### src/logic/aud_params.svh
`ifndef AUD_PARAMS_SVH
`define AUD_PARAMS_SVH

// external SRAM is 1M x 16
`define AUD_ADDR_W 20
`define AUD_DATA_W 16

// speed factor input, 1 to 8
`define AUD_SPEED_W 4
`define AUD_MAX_SPEED 8

`endif

### src/logic/aud_mem_pkg.sv
`default_nettype none
`include "aud_params.svh"

package aud_mem_pkg;

	// one signed audio sample per SRAM word
	typedef logic signed [`AUD_DATA_W-1:0] sample_t;

	typedef logic [`AUD_ADDR_W-1:0] addr_t;

	typedef enum logic {
		OP_READ,
		OP_WRITE
	} sram_op_t;

endpackage

`default_nettype wire

### src/logic/aud_ctrl_pkg.sv
`default_nettype none

package aud_ctrl_pkg;

	// fast skips addresses, slow modes repeat or step toward the next sample
	typedef enum logic [1:0] {
		MODE_FAST,
		MODE_SLOW_HOLD,
		MODE_SLOW_LERP
	} play_mode_t;

	typedef enum logic [1:0] {
		DSP_IDLE,
		DSP_FETCH,
		DSP_SEND
	} dsp_state_t;

	typedef enum logic [1:0] {
		REC_IDLE,
		REC_SHIFT,
		REC_WRITE
	} rec_state_t;

endpackage

`default_nettype wire

### src/logic/sram_if.sv
`timescale 1ns/1ps
`default_nettype none

interface sram_if;
	import aud_mem_pkg::*;

	// req is a level, held with its fields until gnt
	logic     req;
	sram_op_t op;
	addr_t    addr;
	sample_t  wdata;

	// gnt is combinational, rdata valid in the granted cycle
	logic     gnt;
	sample_t  rdata;

	modport client (
		output req, op, addr, wdata,
		input  gnt, rdata
	);

	modport arbiter (
		input  req, op, addr, wdata,
		output gnt, rdata
	);

endinterface

`default_nettype wire

### src/logic/sram_arbiter.sv
`timescale 1ns/1ps
`default_nettype none

module sram_arbiter (
	input  wire                        i_clk,
	input  wire                        i_rst_n,
	sram_if.arbiter                    rec,
	sram_if.arbiter                    dsp,
	output aud_mem_pkg::addr_t         o_sram_addr,
	output logic                       o_sram_we_n,
	output aud_mem_pkg::sample_t       o_sram_wdata,
	input  wire aud_mem_pkg::sample_t  i_sram_rdata
);
	localparam int MAX_RUN = 4;

	logic [2:0] rec_run;
	logic       rec_win;
	logic       dsp_win;

	// recorder first, but the engine gets one slot after a run of four
	assign rec_win = rec.req && !(dsp.req && rec_run == 3'(MAX_RUN));
	assign dsp_win = dsp.req && !rec_win;

	assign rec.gnt   = rec_win;
	assign dsp.gnt   = dsp_win;
	assign rec.rdata = i_sram_rdata;
	assign dsp.rdata = i_sram_rdata;

	always_comb begin
		if (rec_win) begin
			o_sram_addr  = rec.addr;
			o_sram_wdata = rec.wdata;
			o_sram_we_n  = (rec.op != aud_mem_pkg::OP_WRITE);
		end else begin
			o_sram_addr  = dsp.addr;
			o_sram_wdata = dsp.wdata;
			o_sram_we_n  = !(dsp_win && dsp.op == aud_mem_pkg::OP_WRITE);
		end
	end

	// back-to-back recorder grants, saturating
	always_ff @(posedge i_clk) begin
		if (!i_rst_n) begin
			rec_run <= '0;
		end else if (rec_win) begin
			if (rec_run != 3'(MAX_RUN))
				rec_run <= rec_run + 1'b1;
		end else begin
			rec_run <= '0;
		end
	end

endmodule

`default_nettype wire

### src/logic/aud_recorder.sv
`timescale 1ns/1ps
`default_nettype none
`include "aud_params.svh"

module aud_recorder (
	input  wire                 i_clk,
	input  wire                 i_rst_n,
	input  wire                 i_adc_dat,
	input  wire                 i_adclrck,
	input  wire                 i_rec_start,
	input  wire                 i_rec_stop,
	sram_if.client              mem,
	output aud_mem_pkg::addr_t  o_rec_count
);
	import aud_mem_pkg::*;
	import aud_ctrl_pkg::*;

	localparam int DW = `AUD_DATA_W;
	localparam int BW = $clog2(DW);

	rec_state_t    state;
	logic          lrck_q;
	logic          lrck_rise;
	logic          shift_en;
	logic          full_next;
	logic [BW-1:0] bit_cnt;
	sample_t       shreg;

	assign lrck_rise = i_adclrck && !lrck_q;
	// MSB arrives with the lrck rise, the rest follow on each bit clock
	assign shift_en  = (state == REC_SHIFT) && (lrck_rise || bit_cnt != '0);
	assign full_next = &(o_rec_count + 1'b1);

	// write address is the count of words already stored
	assign mem.req   = (state == REC_WRITE);
	assign mem.op    = OP_WRITE;
	assign mem.addr  = o_rec_count;
	assign mem.wdata = shreg;

	always_ff @(posedge i_clk) begin
		if (!i_rst_n) begin
			state       <= REC_IDLE;
			lrck_q      <= 1'b0;
			bit_cnt     <= '0;
			o_rec_count <= '0;
		end else begin
			lrck_q <= i_adclrck;
			if (shift_en)
				bit_cnt <= bit_cnt + 1'b1;
			case (state)
				REC_IDLE: begin
					if (i_rec_start) begin
						state       <= REC_SHIFT;
						bit_cnt     <= '0;
						o_rec_count <= '0;
					end
				end
				REC_SHIFT: begin
					if (i_rec_stop)
						state <= REC_IDLE;
					else if (shift_en && bit_cnt == BW'(DW - 1))
						state <= REC_WRITE;
				end
				REC_WRITE: begin
					if (mem.gnt) begin
						o_rec_count <= o_rec_count + 1'b1;
						// memory full stops recording like a stop strobe
						state       <= (i_rec_stop || full_next) ? REC_IDLE : REC_SHIFT;
					end else if (i_rec_stop) begin
						state <= REC_IDLE;
					end
				end
				default: state <= REC_IDLE;
			endcase
		end
	end

	always_ff @(posedge i_clk) begin
		if (shift_en)
			shreg <= {shreg[DW-2:0], i_adc_dat};
	end

endmodule

`default_nettype wire

### src/logic/aud_dsp.sv
`timescale 1ns/1ps
`default_nettype none
`include "aud_params.svh"

module aud_dsp (
	input  wire                            i_clk,
	input  wire                            i_rst_n,
	input  wire                            i_start,
	input  wire                            i_stop,
	input  wire                            i_pause,
	input  wire aud_ctrl_pkg::play_mode_t  i_mode,
	input  wire [`AUD_SPEED_W-1:0]         i_speed,
	input  wire aud_mem_pkg::addr_t        i_rec_count,
	input  wire                            i_daclrck,
	input  wire                            i_sent_finish,
	sram_if.client                         mem,
	output aud_mem_pkg::sample_t           o_dac_data,
	output logic                           o_player_en,
	output logic                           o_finish
);
	import aud_mem_pkg::*;
	import aud_ctrl_pkg::*;

	localparam int SW = `AUD_SPEED_W;
	localparam int AW = `AUD_ADDR_W;
	localparam int DW = `AUD_DATA_W;

	dsp_state_t          state;
	play_mode_t          mode_q;
	logic [SW-1:0]       speed_q;
	logic [SW-1:0]       speed_lim;
	logic [SW-1:0]       rep_cnt;
	logic [1:0]          phase;
	addr_t               rd_addr;
	addr_t               nxt_addr;
	logic [AW:0]         fast_sum;
	logic                at_end;
	logic                rd0_gnt;
	logic                rd1_gnt;
	logic                compute;
	sample_t             cur;
	sample_t             nxt;
	sample_t             step;
	logic signed [DW:0]  diff;
	logic signed [DW:0]  quot;

	// speed 0 plays as 1, anything above the maximum is clipped
	always_comb begin
		if (i_speed == '0)
			speed_lim = SW'(1);
		else if (i_speed > SW'(`AUD_MAX_SPEED))
			speed_lim = SW'(`AUD_MAX_SPEED);
		else
			speed_lim = i_speed;
	end

	assign at_end   = (rd_addr >= i_rec_count);
	// last sample pairs with itself, so its group is flat
	assign nxt_addr = (rd_addr + 1'b1 < i_rec_count) ? rd_addr + 1'b1 : rd_addr;
	assign fast_sum = {1'b0, rd_addr} + speed_q;

	// signed division truncates toward zero
	assign diff = {nxt[DW-1], nxt} - {cur[DW-1], cur};
	assign quot = diff / $signed({1'b0, speed_q});
	assign step = quot[DW-1:0];

	assign rd0_gnt = (state == DSP_FETCH) && (phase == 2'd0) && mem.gnt;
	assign rd1_gnt = (state == DSP_FETCH) && (phase == 2'd1) && mem.gnt;
	assign compute = (state == DSP_FETCH) && (phase == 2'd2);

	assign mem.req   = (state == DSP_FETCH) && (phase != 2'd2) && !(phase == 2'd0 && at_end);
	assign mem.op    = OP_READ;
	assign mem.addr  = (phase == 2'd1) ? nxt_addr : rd_addr;
	assign mem.wdata = '0;

	always_ff @(posedge i_clk) begin
		if (!i_rst_n) begin
			state       <= DSP_IDLE;
			mode_q      <= MODE_FAST;
			speed_q     <= SW'(1);
			rep_cnt     <= '0;
			phase       <= '0;
			rd_addr     <= '0;
			o_player_en <= 1'b0;
			o_finish    <= 1'b0;
		end else begin
			o_finish <= 1'b0;
			if (state != DSP_IDLE && i_stop) begin
				state       <= DSP_IDLE;
				o_player_en <= 1'b0;
				o_finish    <= 1'b1;
			end else begin
				case (state)
					DSP_IDLE: begin
						if (i_start) begin
							state   <= DSP_FETCH;
							mode_q  <= i_mode;
							speed_q <= speed_lim;
							rep_cnt <= '0;
							phase   <= '0;
							rd_addr <= '0;
						end
					end
					DSP_FETCH: begin
						if (phase == 2'd0 && at_end) begin
							state    <= DSP_IDLE;
							o_finish <= 1'b1;
						end else if (rd0_gnt) begin
							if (mode_q == MODE_FAST) begin
								// saturate so a wrap cannot restart the pass
								rd_addr <= fast_sum[AW] ? '1 : fast_sum[AW-1:0];
								state   <= DSP_SEND;
							end else begin
								phase <= 2'd1;
							end
						end else if (rd1_gnt) begin
							phase <= 2'd2;
						end else if (compute) begin
							phase <= 2'd0;
							state <= DSP_SEND;
							if (rep_cnt == speed_q - 1'b1) begin
								rep_cnt <= '0;
								rd_addr <= rd_addr + 1'b1;
							end else begin
								rep_cnt <= rep_cnt + 1'b1;
							end
						end
					end
					DSP_SEND: begin
						// once started, a word runs to the end even if paused
						if (i_sent_finish) begin
							o_player_en <= 1'b0;
							state       <= DSP_FETCH;
						end else if (i_daclrck && !i_pause) begin
							o_player_en <= 1'b1;
						end
					end
					default: state <= DSP_IDLE;
				endcase
			end
		end
	end

	always_ff @(posedge i_clk) begin
		if (rd0_gnt)
			cur <= mem.rdata;
		if (rd1_gnt)
			nxt <= mem.rdata;
		if (rd0_gnt && mode_q == MODE_FAST)
			o_dac_data <= mem.rdata;
		else if (compute && mode_q == MODE_SLOW_LERP && rep_cnt != '0)
			o_dac_data <= o_dac_data + step;
		else if (compute)
			o_dac_data <= cur;
	end

endmodule

`default_nettype wire

### src/logic/aud_player.sv
`timescale 1ns/1ps
`default_nettype none
`include "aud_params.svh"

module aud_player (
	input  wire                        i_clk,
	input  wire                        i_rst_n,
	input  wire                        i_en,
	input  wire aud_mem_pkg::sample_t  i_data,
	output logic                       o_dac_dat,
	output logic                       o_sent_finish
);
	localparam int DW = `AUD_DATA_W;
	localparam int CW = $clog2(DW + 1);

	logic          en_q;
	logic          busy;
	logic [CW-1:0] bit_cnt;
	logic [DW-1:0] shreg;

	always_ff @(posedge i_clk) begin
		if (!i_rst_n) begin
			en_q          <= 1'b0;
			busy          <= 1'b0;
			bit_cnt       <= '0;
			o_dac_dat     <= 1'b0;
			o_sent_finish <= 1'b0;
		end else begin
			en_q          <= i_en;
			o_sent_finish <= 1'b0;
			if (!i_en) begin
				// dropped enable aborts the word
				busy      <= 1'b0;
				bit_cnt   <= '0;
				o_dac_dat <= 1'b0;
			end else if (!en_q) begin
				busy      <= 1'b1;
				bit_cnt   <= CW'(1);
				o_dac_dat <= i_data[DW-1];
			end else if (busy) begin
				if (bit_cnt == CW'(DW)) begin
					busy          <= 1'b0;
					o_dac_dat     <= 1'b0;
					o_sent_finish <= 1'b1;
				end else begin
					bit_cnt   <= bit_cnt + 1'b1;
					o_dac_dat <= shreg[DW-1];
				end
			end
		end
	end

	// msb goes out directly, the rest waits here
	always_ff @(posedge i_clk) begin
		if (i_en && !en_q)
			shreg <= {i_data[DW-2:0], 1'b0};
		else if (busy)
			shreg <= {shreg[DW-2:0], 1'b0};
	end

endmodule

`default_nettype wire

### src/logic/aud_core.sv
`timescale 1ns/1ps
`default_nettype none
`include "aud_params.svh"

module aud_core (
	input  wire                            i_clk,
	input  wire                            i_rst_n,
	input  wire                            i_adc_dat,
	input  wire                            i_adclrck,
	input  wire                            i_rec_start,
	input  wire                            i_rec_stop,
	input  wire                            i_play_start,
	input  wire                            i_play_stop,
	input  wire                            i_pause,
	input  wire aud_ctrl_pkg::play_mode_t  i_mode,
	input  wire [`AUD_SPEED_W-1:0]         i_speed,
	input  wire                            i_daclrck,
	output aud_mem_pkg::addr_t             o_sram_addr,
	output logic                           o_sram_we_n,
	output aud_mem_pkg::sample_t           o_sram_wdata,
	input  wire aud_mem_pkg::sample_t      i_sram_rdata,
	output logic                           o_dac_dat,
	output logic                           o_play_finish,
	output aud_mem_pkg::addr_t             o_rec_count
);
	import aud_mem_pkg::*;

	sample_t dac_data;
	logic    player_en;
	logic    sent_finish;

	sram_if rec_bus ();
	sram_if dsp_bus ();

	sram_arbiter u_arbiter (
		.i_clk        (i_clk),
		.i_rst_n      (i_rst_n),
		.rec          (rec_bus.arbiter),
		.dsp          (dsp_bus.arbiter),
		.o_sram_addr  (o_sram_addr),
		.o_sram_we_n  (o_sram_we_n),
		.o_sram_wdata (o_sram_wdata),
		.i_sram_rdata (i_sram_rdata)
	);

	aud_recorder u_recorder (
		.i_clk       (i_clk),
		.i_rst_n     (i_rst_n),
		.i_adc_dat   (i_adc_dat),
		.i_adclrck   (i_adclrck),
		.i_rec_start (i_rec_start),
		.i_rec_stop  (i_rec_stop),
		.mem         (rec_bus.client),
		.o_rec_count (o_rec_count)
	);

	// playback reads only what has been recorded so far
	aud_dsp u_dsp (
		.i_clk         (i_clk),
		.i_rst_n       (i_rst_n),
		.i_start       (i_play_start),
		.i_stop        (i_play_stop),
		.i_pause       (i_pause),
		.i_mode        (i_mode),
		.i_speed       (i_speed),
		.i_rec_count   (o_rec_count),
		.i_daclrck     (i_daclrck),
		.i_sent_finish (sent_finish),
		.mem           (dsp_bus.client),
		.o_dac_data    (dac_data),
		.o_player_en   (player_en),
		.o_finish      (o_play_finish)
	);

	aud_player u_player (
		.i_clk         (i_clk),
		.i_rst_n       (i_rst_n),
		.i_en          (player_en),
		.i_data        (dac_data),
		.o_dac_dat     (o_dac_dat),
		.o_sent_finish (sent_finish)
	);

endmodule

`default_nettype wire

### config.mk
export PLATFORM = sky130hd
export DESIGN_NAME = aud_core
export DESIGN_NICKNAME = d
export VERILOG_FILES = /design/src/logic/aud_mem_pkg.sv /design/src/logic/aud_ctrl_pkg.sv /design/src/logic/sram_if.sv /design/src/logic/sram_arbiter.sv /design/src/logic/aud_recorder.sv /design/src/logic/aud_dsp.sv /design/src/logic/aud_player.sv /design/src/logic/aud_core.sv
export VERILOG_INCLUDE_DIRS = /design/src /design/src/logic
export SDC_FILE = /design/constraint.sdc
export NUM_CORES = 1
export LEC_CHECK = 0
export ABC_CLOCK_PERIOD_IN_PS = 40300
export BUFFER_PORTS_ARGS = -buffer_cell sky130_fd_sc_hd__buf_2
export CAP_MARGIN = 5
export CORE_AREA = 2 2 245 187
export CTS_BUF_LIST = sky130_fd_sc_hd__clkbuf_8
export DETAILED_ROUTE_END_ITERATION = 10
export DIE_AREA = 0 0 247 189
export GPL_TIMING_DRIVEN = 1
export RECOVER_POWER = 100
export SYNTH_ARGS = -nofsm -noshare
export SYNTH_HDL_FRONTEND = slang
export SYNTH_HIERARCHICAL = 1
export SYNTH_SLANG_ARGS = --single-unit
### constraint.sdc
create_clock -name i_clk -period 40.3 [get_ports i_clk]
set_clock_uncertainty 0.1 [all_clocks]
set_input_delay 8.06 -clock i_clk [delete_from_list [all_inputs] [get_ports i_clk]]
set_output_delay 8.06 -clock i_clk [all_outputs]
set_load 0.01 [all_outputs]
# --- After elaboration in Yosys (flattened, before gate mapping) ---
# Index checks and enable logic that the tools add are counted.
op_classes:
  n_div: 1
  n_lt_le_gt_ge: 3
  shifts: 0
  add_sub_neg: 10
  reduce_logical: 57
  eq_ne: 34
  n_bitwise: 3
  muxes: 71
  mul: 0
ops:
  columns: ["operator", "n"]
  rows:
  - ["20-bit 2-to-1 mux", 13]
  - ["16-bit 2-to-1 mux", 6]
  - ["20-bit one-hot mux with 2 select lines", 2]
  - ["4-bit 2-to-1 mux", 11]
  - ["20-bit by 1-bit adder with 20-bit output, second input constant", 2]
  - ["2-bit 2-to-1 mux", 18]
  - ["20-bit by 4-bit adder with 21-bit output", 1]
  - ["20-bit >= comparator", 1]
  - ["1-bit logical AND", 20]
  - ["20-bit less-than comparator", 1]
  - ["20-bit AND reduction", 1]
  - ["2-bit inequality test, second input constant", 9]
  - ["17-bit by 5-bit divider with 17-bit output", 1]
  - ["1-bit 2-to-1 mux", 17]
  - ["16-bit by 16-bit subtractor with 17-bit output", 1]
  - ["16-bit adder", 1]
  - ["3-bit inequality test, second input constant", 5]
  - ["2-bit one-hot mux with 3 select lines", 2]
  - ["3-bit AND reduction", 4]
  - ["2-bit AND reduction", 5]
  - ["2-bit nonzero test", 5]
  - ["4-bit by 1-bit adder with 4-bit output, second input constant", 2]
  - ["2-bit == test, second input constant", 4]
  - ["2-bit logical NOT", 4]
  - ["30 further kinds", 43]
totals:
  wordCells: 203
  register_bits: 154
  in_bits: 32
  out_inout_bits: 59
  latchBits: 0
  ramBits: 0
  romBits: 0
  mem_count: 0

# --- Logic depth before layout (Yosys ltp) ---
depth:
  depth_word: 14
  ltp_mapped: 188

# --- Cells and area by module ---
# Netlist, hierarchy kept.
modules_own_cells:
  columns: ["mod", "area_each_um2", "cells_each", "seq_area_each_um2", "n_inst"]
  rows:
  - ["aud_dsp", 13228.9, 1711, 2162.1, 1]
  - ["aud_recorder", 2224.6, 243, 1021.0, 1]
  - ["aud_player", 1062.3, 77, 630.6, 1]
  - ["sram_arbiter", 1009.7, 91, 60.1, 1]

# --- Least setup slack after synthesis ---
# No wires, ideal clock.
synth_timing:
  path_kind: "flip-flop to flip-flop"
  start: "reg u_dsp.cur[1]"
  end: "reg u_dsp.o_dac_data[15], data pin"
  n_path_buf: 4
  arrival_time_ns: 34.448
  setup_slack_ns: 5.469
  path_stages_with_launch: 178
  path_cell_list: "edfxtp_1 -> inv_1 -> ha_1 -> nor2b_1 -> o2111a_2 -> or4b_1 -> o211ai_2 -> nand2_1 -> nor4_1 -> nand2b_1 -> nor3_1 -> ha_1 -> o211ai_1 -> nand3_1 -> o21ai_0 -> ha_1 -> o21a_1 -> o21ai_1 -> [142 not listed] -> ha_1 -> a21o_1 -> a21o_1 -> a21o_1 -> a21oi_1 -> o21bai_1 -> a21oi_1 -> o21bai_1 -> a21oi_1 -> o21bai_1 -> a21oi_1 -> o21bai_1 -> a21oi_1 -> o21bai_1 -> a21oi_1 -> xnor2_1 -> xnor2_1 -> a221oi_2"
synth_between:
  elab_chain_cells: 5
synth_rtl:
  columns: ["element", "line", "source"]
  rows:
  - ["start: declaration", "aud_dsp.sv:41", "sample_t cur;"]
  - ["start signal: assignment", "aud_dsp.sv:146", "cur <= mem.rdata;"]
  - ["16-bit by 16-bit subtractor with 17-bit output", "aud_dsp.sv:63", "assign diff = {nxt[DW-1], nxt} - {cur[DW-1], cur};"]
  - ["17-bit by 5-bit divider with 17-bit output", "aud_dsp.sv:64", "assign quot = diff / $signed({1'b0, speed_q});"]
  - ["16-bit adder", "aud_dsp.sv:152", "o_dac_data <= o_dac_data + step;"]
  - ["16-bit 2-to-1 mux", "aud_dsp.sv:151", "else if (compute && mode_q == MODE_SLOW_LERP && rep_cnt != '0)"]
  - ["16-bit 2-to-1 mux", "aud_dsp.sv:149", "if (rd0_gnt && mode_q == MODE_FAST)"]
  - ["end signal: assignment", "aud_dsp.sv:150", "o_dac_data <= mem.rdata;"]
  - ["end signal: assignment", "aud_dsp.sv:152", null]
  - ["end signal: assignment", "aud_dsp.sv:154", "o_dac_data <= cur;"]
  - ["end: declaration", "aud_dsp.sv:17", "output aud_mem_pkg::sample_t o_dac_data,"]
# No other way between the ends.
# A chain may end at the register's enable or synchronous reset.

# --- Final worst setup path ---
# Ends and elaborated chain as after synthesis.

==> impl_metrics.tcl <==
set metrics [dict create \
    status "complete, but fails checks" \
    violations "capacitance limit, slew limit" \
    gp_congestion 0.969 \
    start_util 0.394 \
    design.core.area_mm2 0.0442 \
    slew_headroom -0.535 \
    crit_type "reg2reg" \
    crit_path_max_fanout 13 \
    fin_crit_ps 37670 \
    cts_hold_repair.buffers 0 \
    detail-route-antenna-nets 0 \
    fp-row-count 67 \
    nets 2309 \
    drive_gt1_frac 0.111 \
    avgSynthCellArea_um2 8.26 \
    slowest_stage "or4_4" \
    hold_path.class "reg2reg" \
    first_pass_iters 6 \
    fmax_mhz 26.5 \
    grt_pass1_wl_mm 80.4 \
    min_path_cells 0 \
    num_io_pins 91 \
    critPathRequiredTime_ps 40400 \
    areaGrowthSynthToFinish_pct 5.81 \
    clk_path_buf_depth 2 \
    cp-end-kind "flip-flop" \
    fillerInstances 4522 \
    syn-cell-area_mm2 0.0174 \
    cp-start-kind "flip-flop" \
    first_global_vias 14700 \
    wire_per_inst_um 18.6 \
    slew_viol_final 162 \
    drc 0 \
    finalCritPeriodShare 0.935 \
    layoutNonFillerInstCount 2722 \
    track_usage 0.215 \
    drtIter0Drc 1530 \
    die-area_mm2 0.0467 \
    design_area_mm2 0.0184 \
    drt_wl_total_mm 50.7 \
    fp.dieW_um 247 \
    die_h_um 189 \
    ys_warn_count 6 \
    clk_latency_ps 500 \
    viasPerCell 5.81 \
    critPathMaxStageDelay_ps 620 \
    r2r_cells 175 \
    dpl.hpwl_mm 39.7 \
    htreeDepth 4 \
    root_buffer "clkbuf_8" \
    tritoncts "built" \
    final_hold_viol_count 0 \
    vias 15800 \
    clock-sinks 154 \
    fin_util 0.417 \
    cp.arrival_ps 37780 \
    antenna_found_initial 1 \
    overflow 0 \
    port_buffers 90 \
    final-setup-viol-count 0 \
    post_dp_cell_area_mm2 0.0180 \
    maxCapViolations 5 \
    max_slew.worst_pin.slew_ps 2300 \
    clk_pin_slew_ps 110 \
    cts_buffers 17 \
    crit_top_cell "o21a_1" \
    fin_hold_ws_ps 347 \
    grt_max_degree 42 \
    placed_cells 2679 \
    netlist_instances 2106 \
]
-- path summary, 6_finish.rpt --
| kind | start | endpoint | slack, ps |
|---|---|---|---|
| max | u_dsp/cur[1] | u_dsp/o_dac_data[15] | 2630 |
| min | u_recorder/mem.wdata[5] | u_recorder/mem.wdata[6] | 350 |
| max reg2reg | u_dsp/cur[1] | u_dsp/o_dac_data[15] | 2630 |
| min reg2reg | u_recorder/mem.wdata[5] | u_recorder/mem.wdata[6] | 350 |
-- placed cells by master, fill, tap and decap left out, types with 16 or more instances in the layout --
master / instances
dfxtp_1: 75
inv_1: 101
ha_1: 152
edfxtp_1: 79
or3_1: 18
nor2_1: 170
a21oi_1: 154
a21o_1: 33
and3_1: 33
buf_4: 16
nand4_1: 20
mux2i_1: 35
mux2_1: 47
o21a_1: 43
a31oi_1: 23
a21oi_2: 20
clkbuf_1: 47
nand3_1: 53
xnor2_1: 88
nor2b_1: 28
buf_2: 47
o21ai_0: 101
nand2_1: 155
xor2_1: 57
clkbuf_8: 17
mux2_2: 23
a211oi_1: 18
nand2b_1: 44
and2_1: 24
nor3_1: 71
o21ai_1: 16
conb_1: 18
-- state kept, by name, summed over array words and instances, names as in the netlist, 2 cells and up --
signal and flops:
u_dsp/rd_addr 20, u_player/bit_cnt 5, u_recorder/bit_cnt 4, u_dsp/mode_q 2, u_recorder/mem.addr 20, u_dsp/rep_cnt 4
u_dsp/nxt 16, u_player/shreg 15, u_dsp/o_dac_data 16, u_arbiter/rec_run 3, u_recorder/state 2, u_dsp/cur 16
u_recorder/mem.wdata 16, u_dsp/speed_q 4, u_dsp/state 2, u_dsp/phase 2
-- metrics by stage --
stage	TNS, ps	setup slack, ps
final	0	2630
after global routing	-4.93	-4.93
after CTS	0	67.0
after detailed placement	0	236
after global placement	0	1940
after floorplan	0	5470
-- cell type report --
cell class | count | area [um^2] | area share
multi-input combinational | 1735 | 12500 | 0.677
inverter | 104 | 390 | 0.0212
tap | 586 | 733 | 0.0398
clock buffer | 17 | 234 | 0.0127
antenna | 1 | 2.50 | 0.000136
timing repair buffer | 110 | 532 | 0.0289
clock inverter | 15 | 181 | 0.00985
sequential | 154 | 3870 | 0.210
-- critical path: cells and delay by family (launching register included) --
family	cells	cell delay [ps]
AO/OA/AOI/OAI	88	16570
AND/OR/NAND/NOR	58	12660
adder cells (fa/ha/maj)	20	5830
multiplexers	4	1170
flip-flops	1	430
XOR/XNOR	2	310
buffers and inverters	3	250
-- per-layer routing --
layer | share of wire | GRT usage | vias up | wire [um]
li1 | - | - | 7747 | -
met4 | 0.0054 | 0.0299 | 0 | 274
met1 | 0.53 | 0.347 | 7449 | 27000
met5 | 0 | 0 | - | 0
met3 | 0.087 | 0.0554 | 28 | 4400
met2 | 0.38 | 0.281 | 598 | 19100
-- timing repair --
item	4_1_cts	5_1_grt
buffers inserted	0	10
endpoints found under the setup margin	0	16
gates resized for setup	0	43
Power is not shown: default switching activity piles up to over one toggle a cycle in this logic, so the estimate is an artifact.
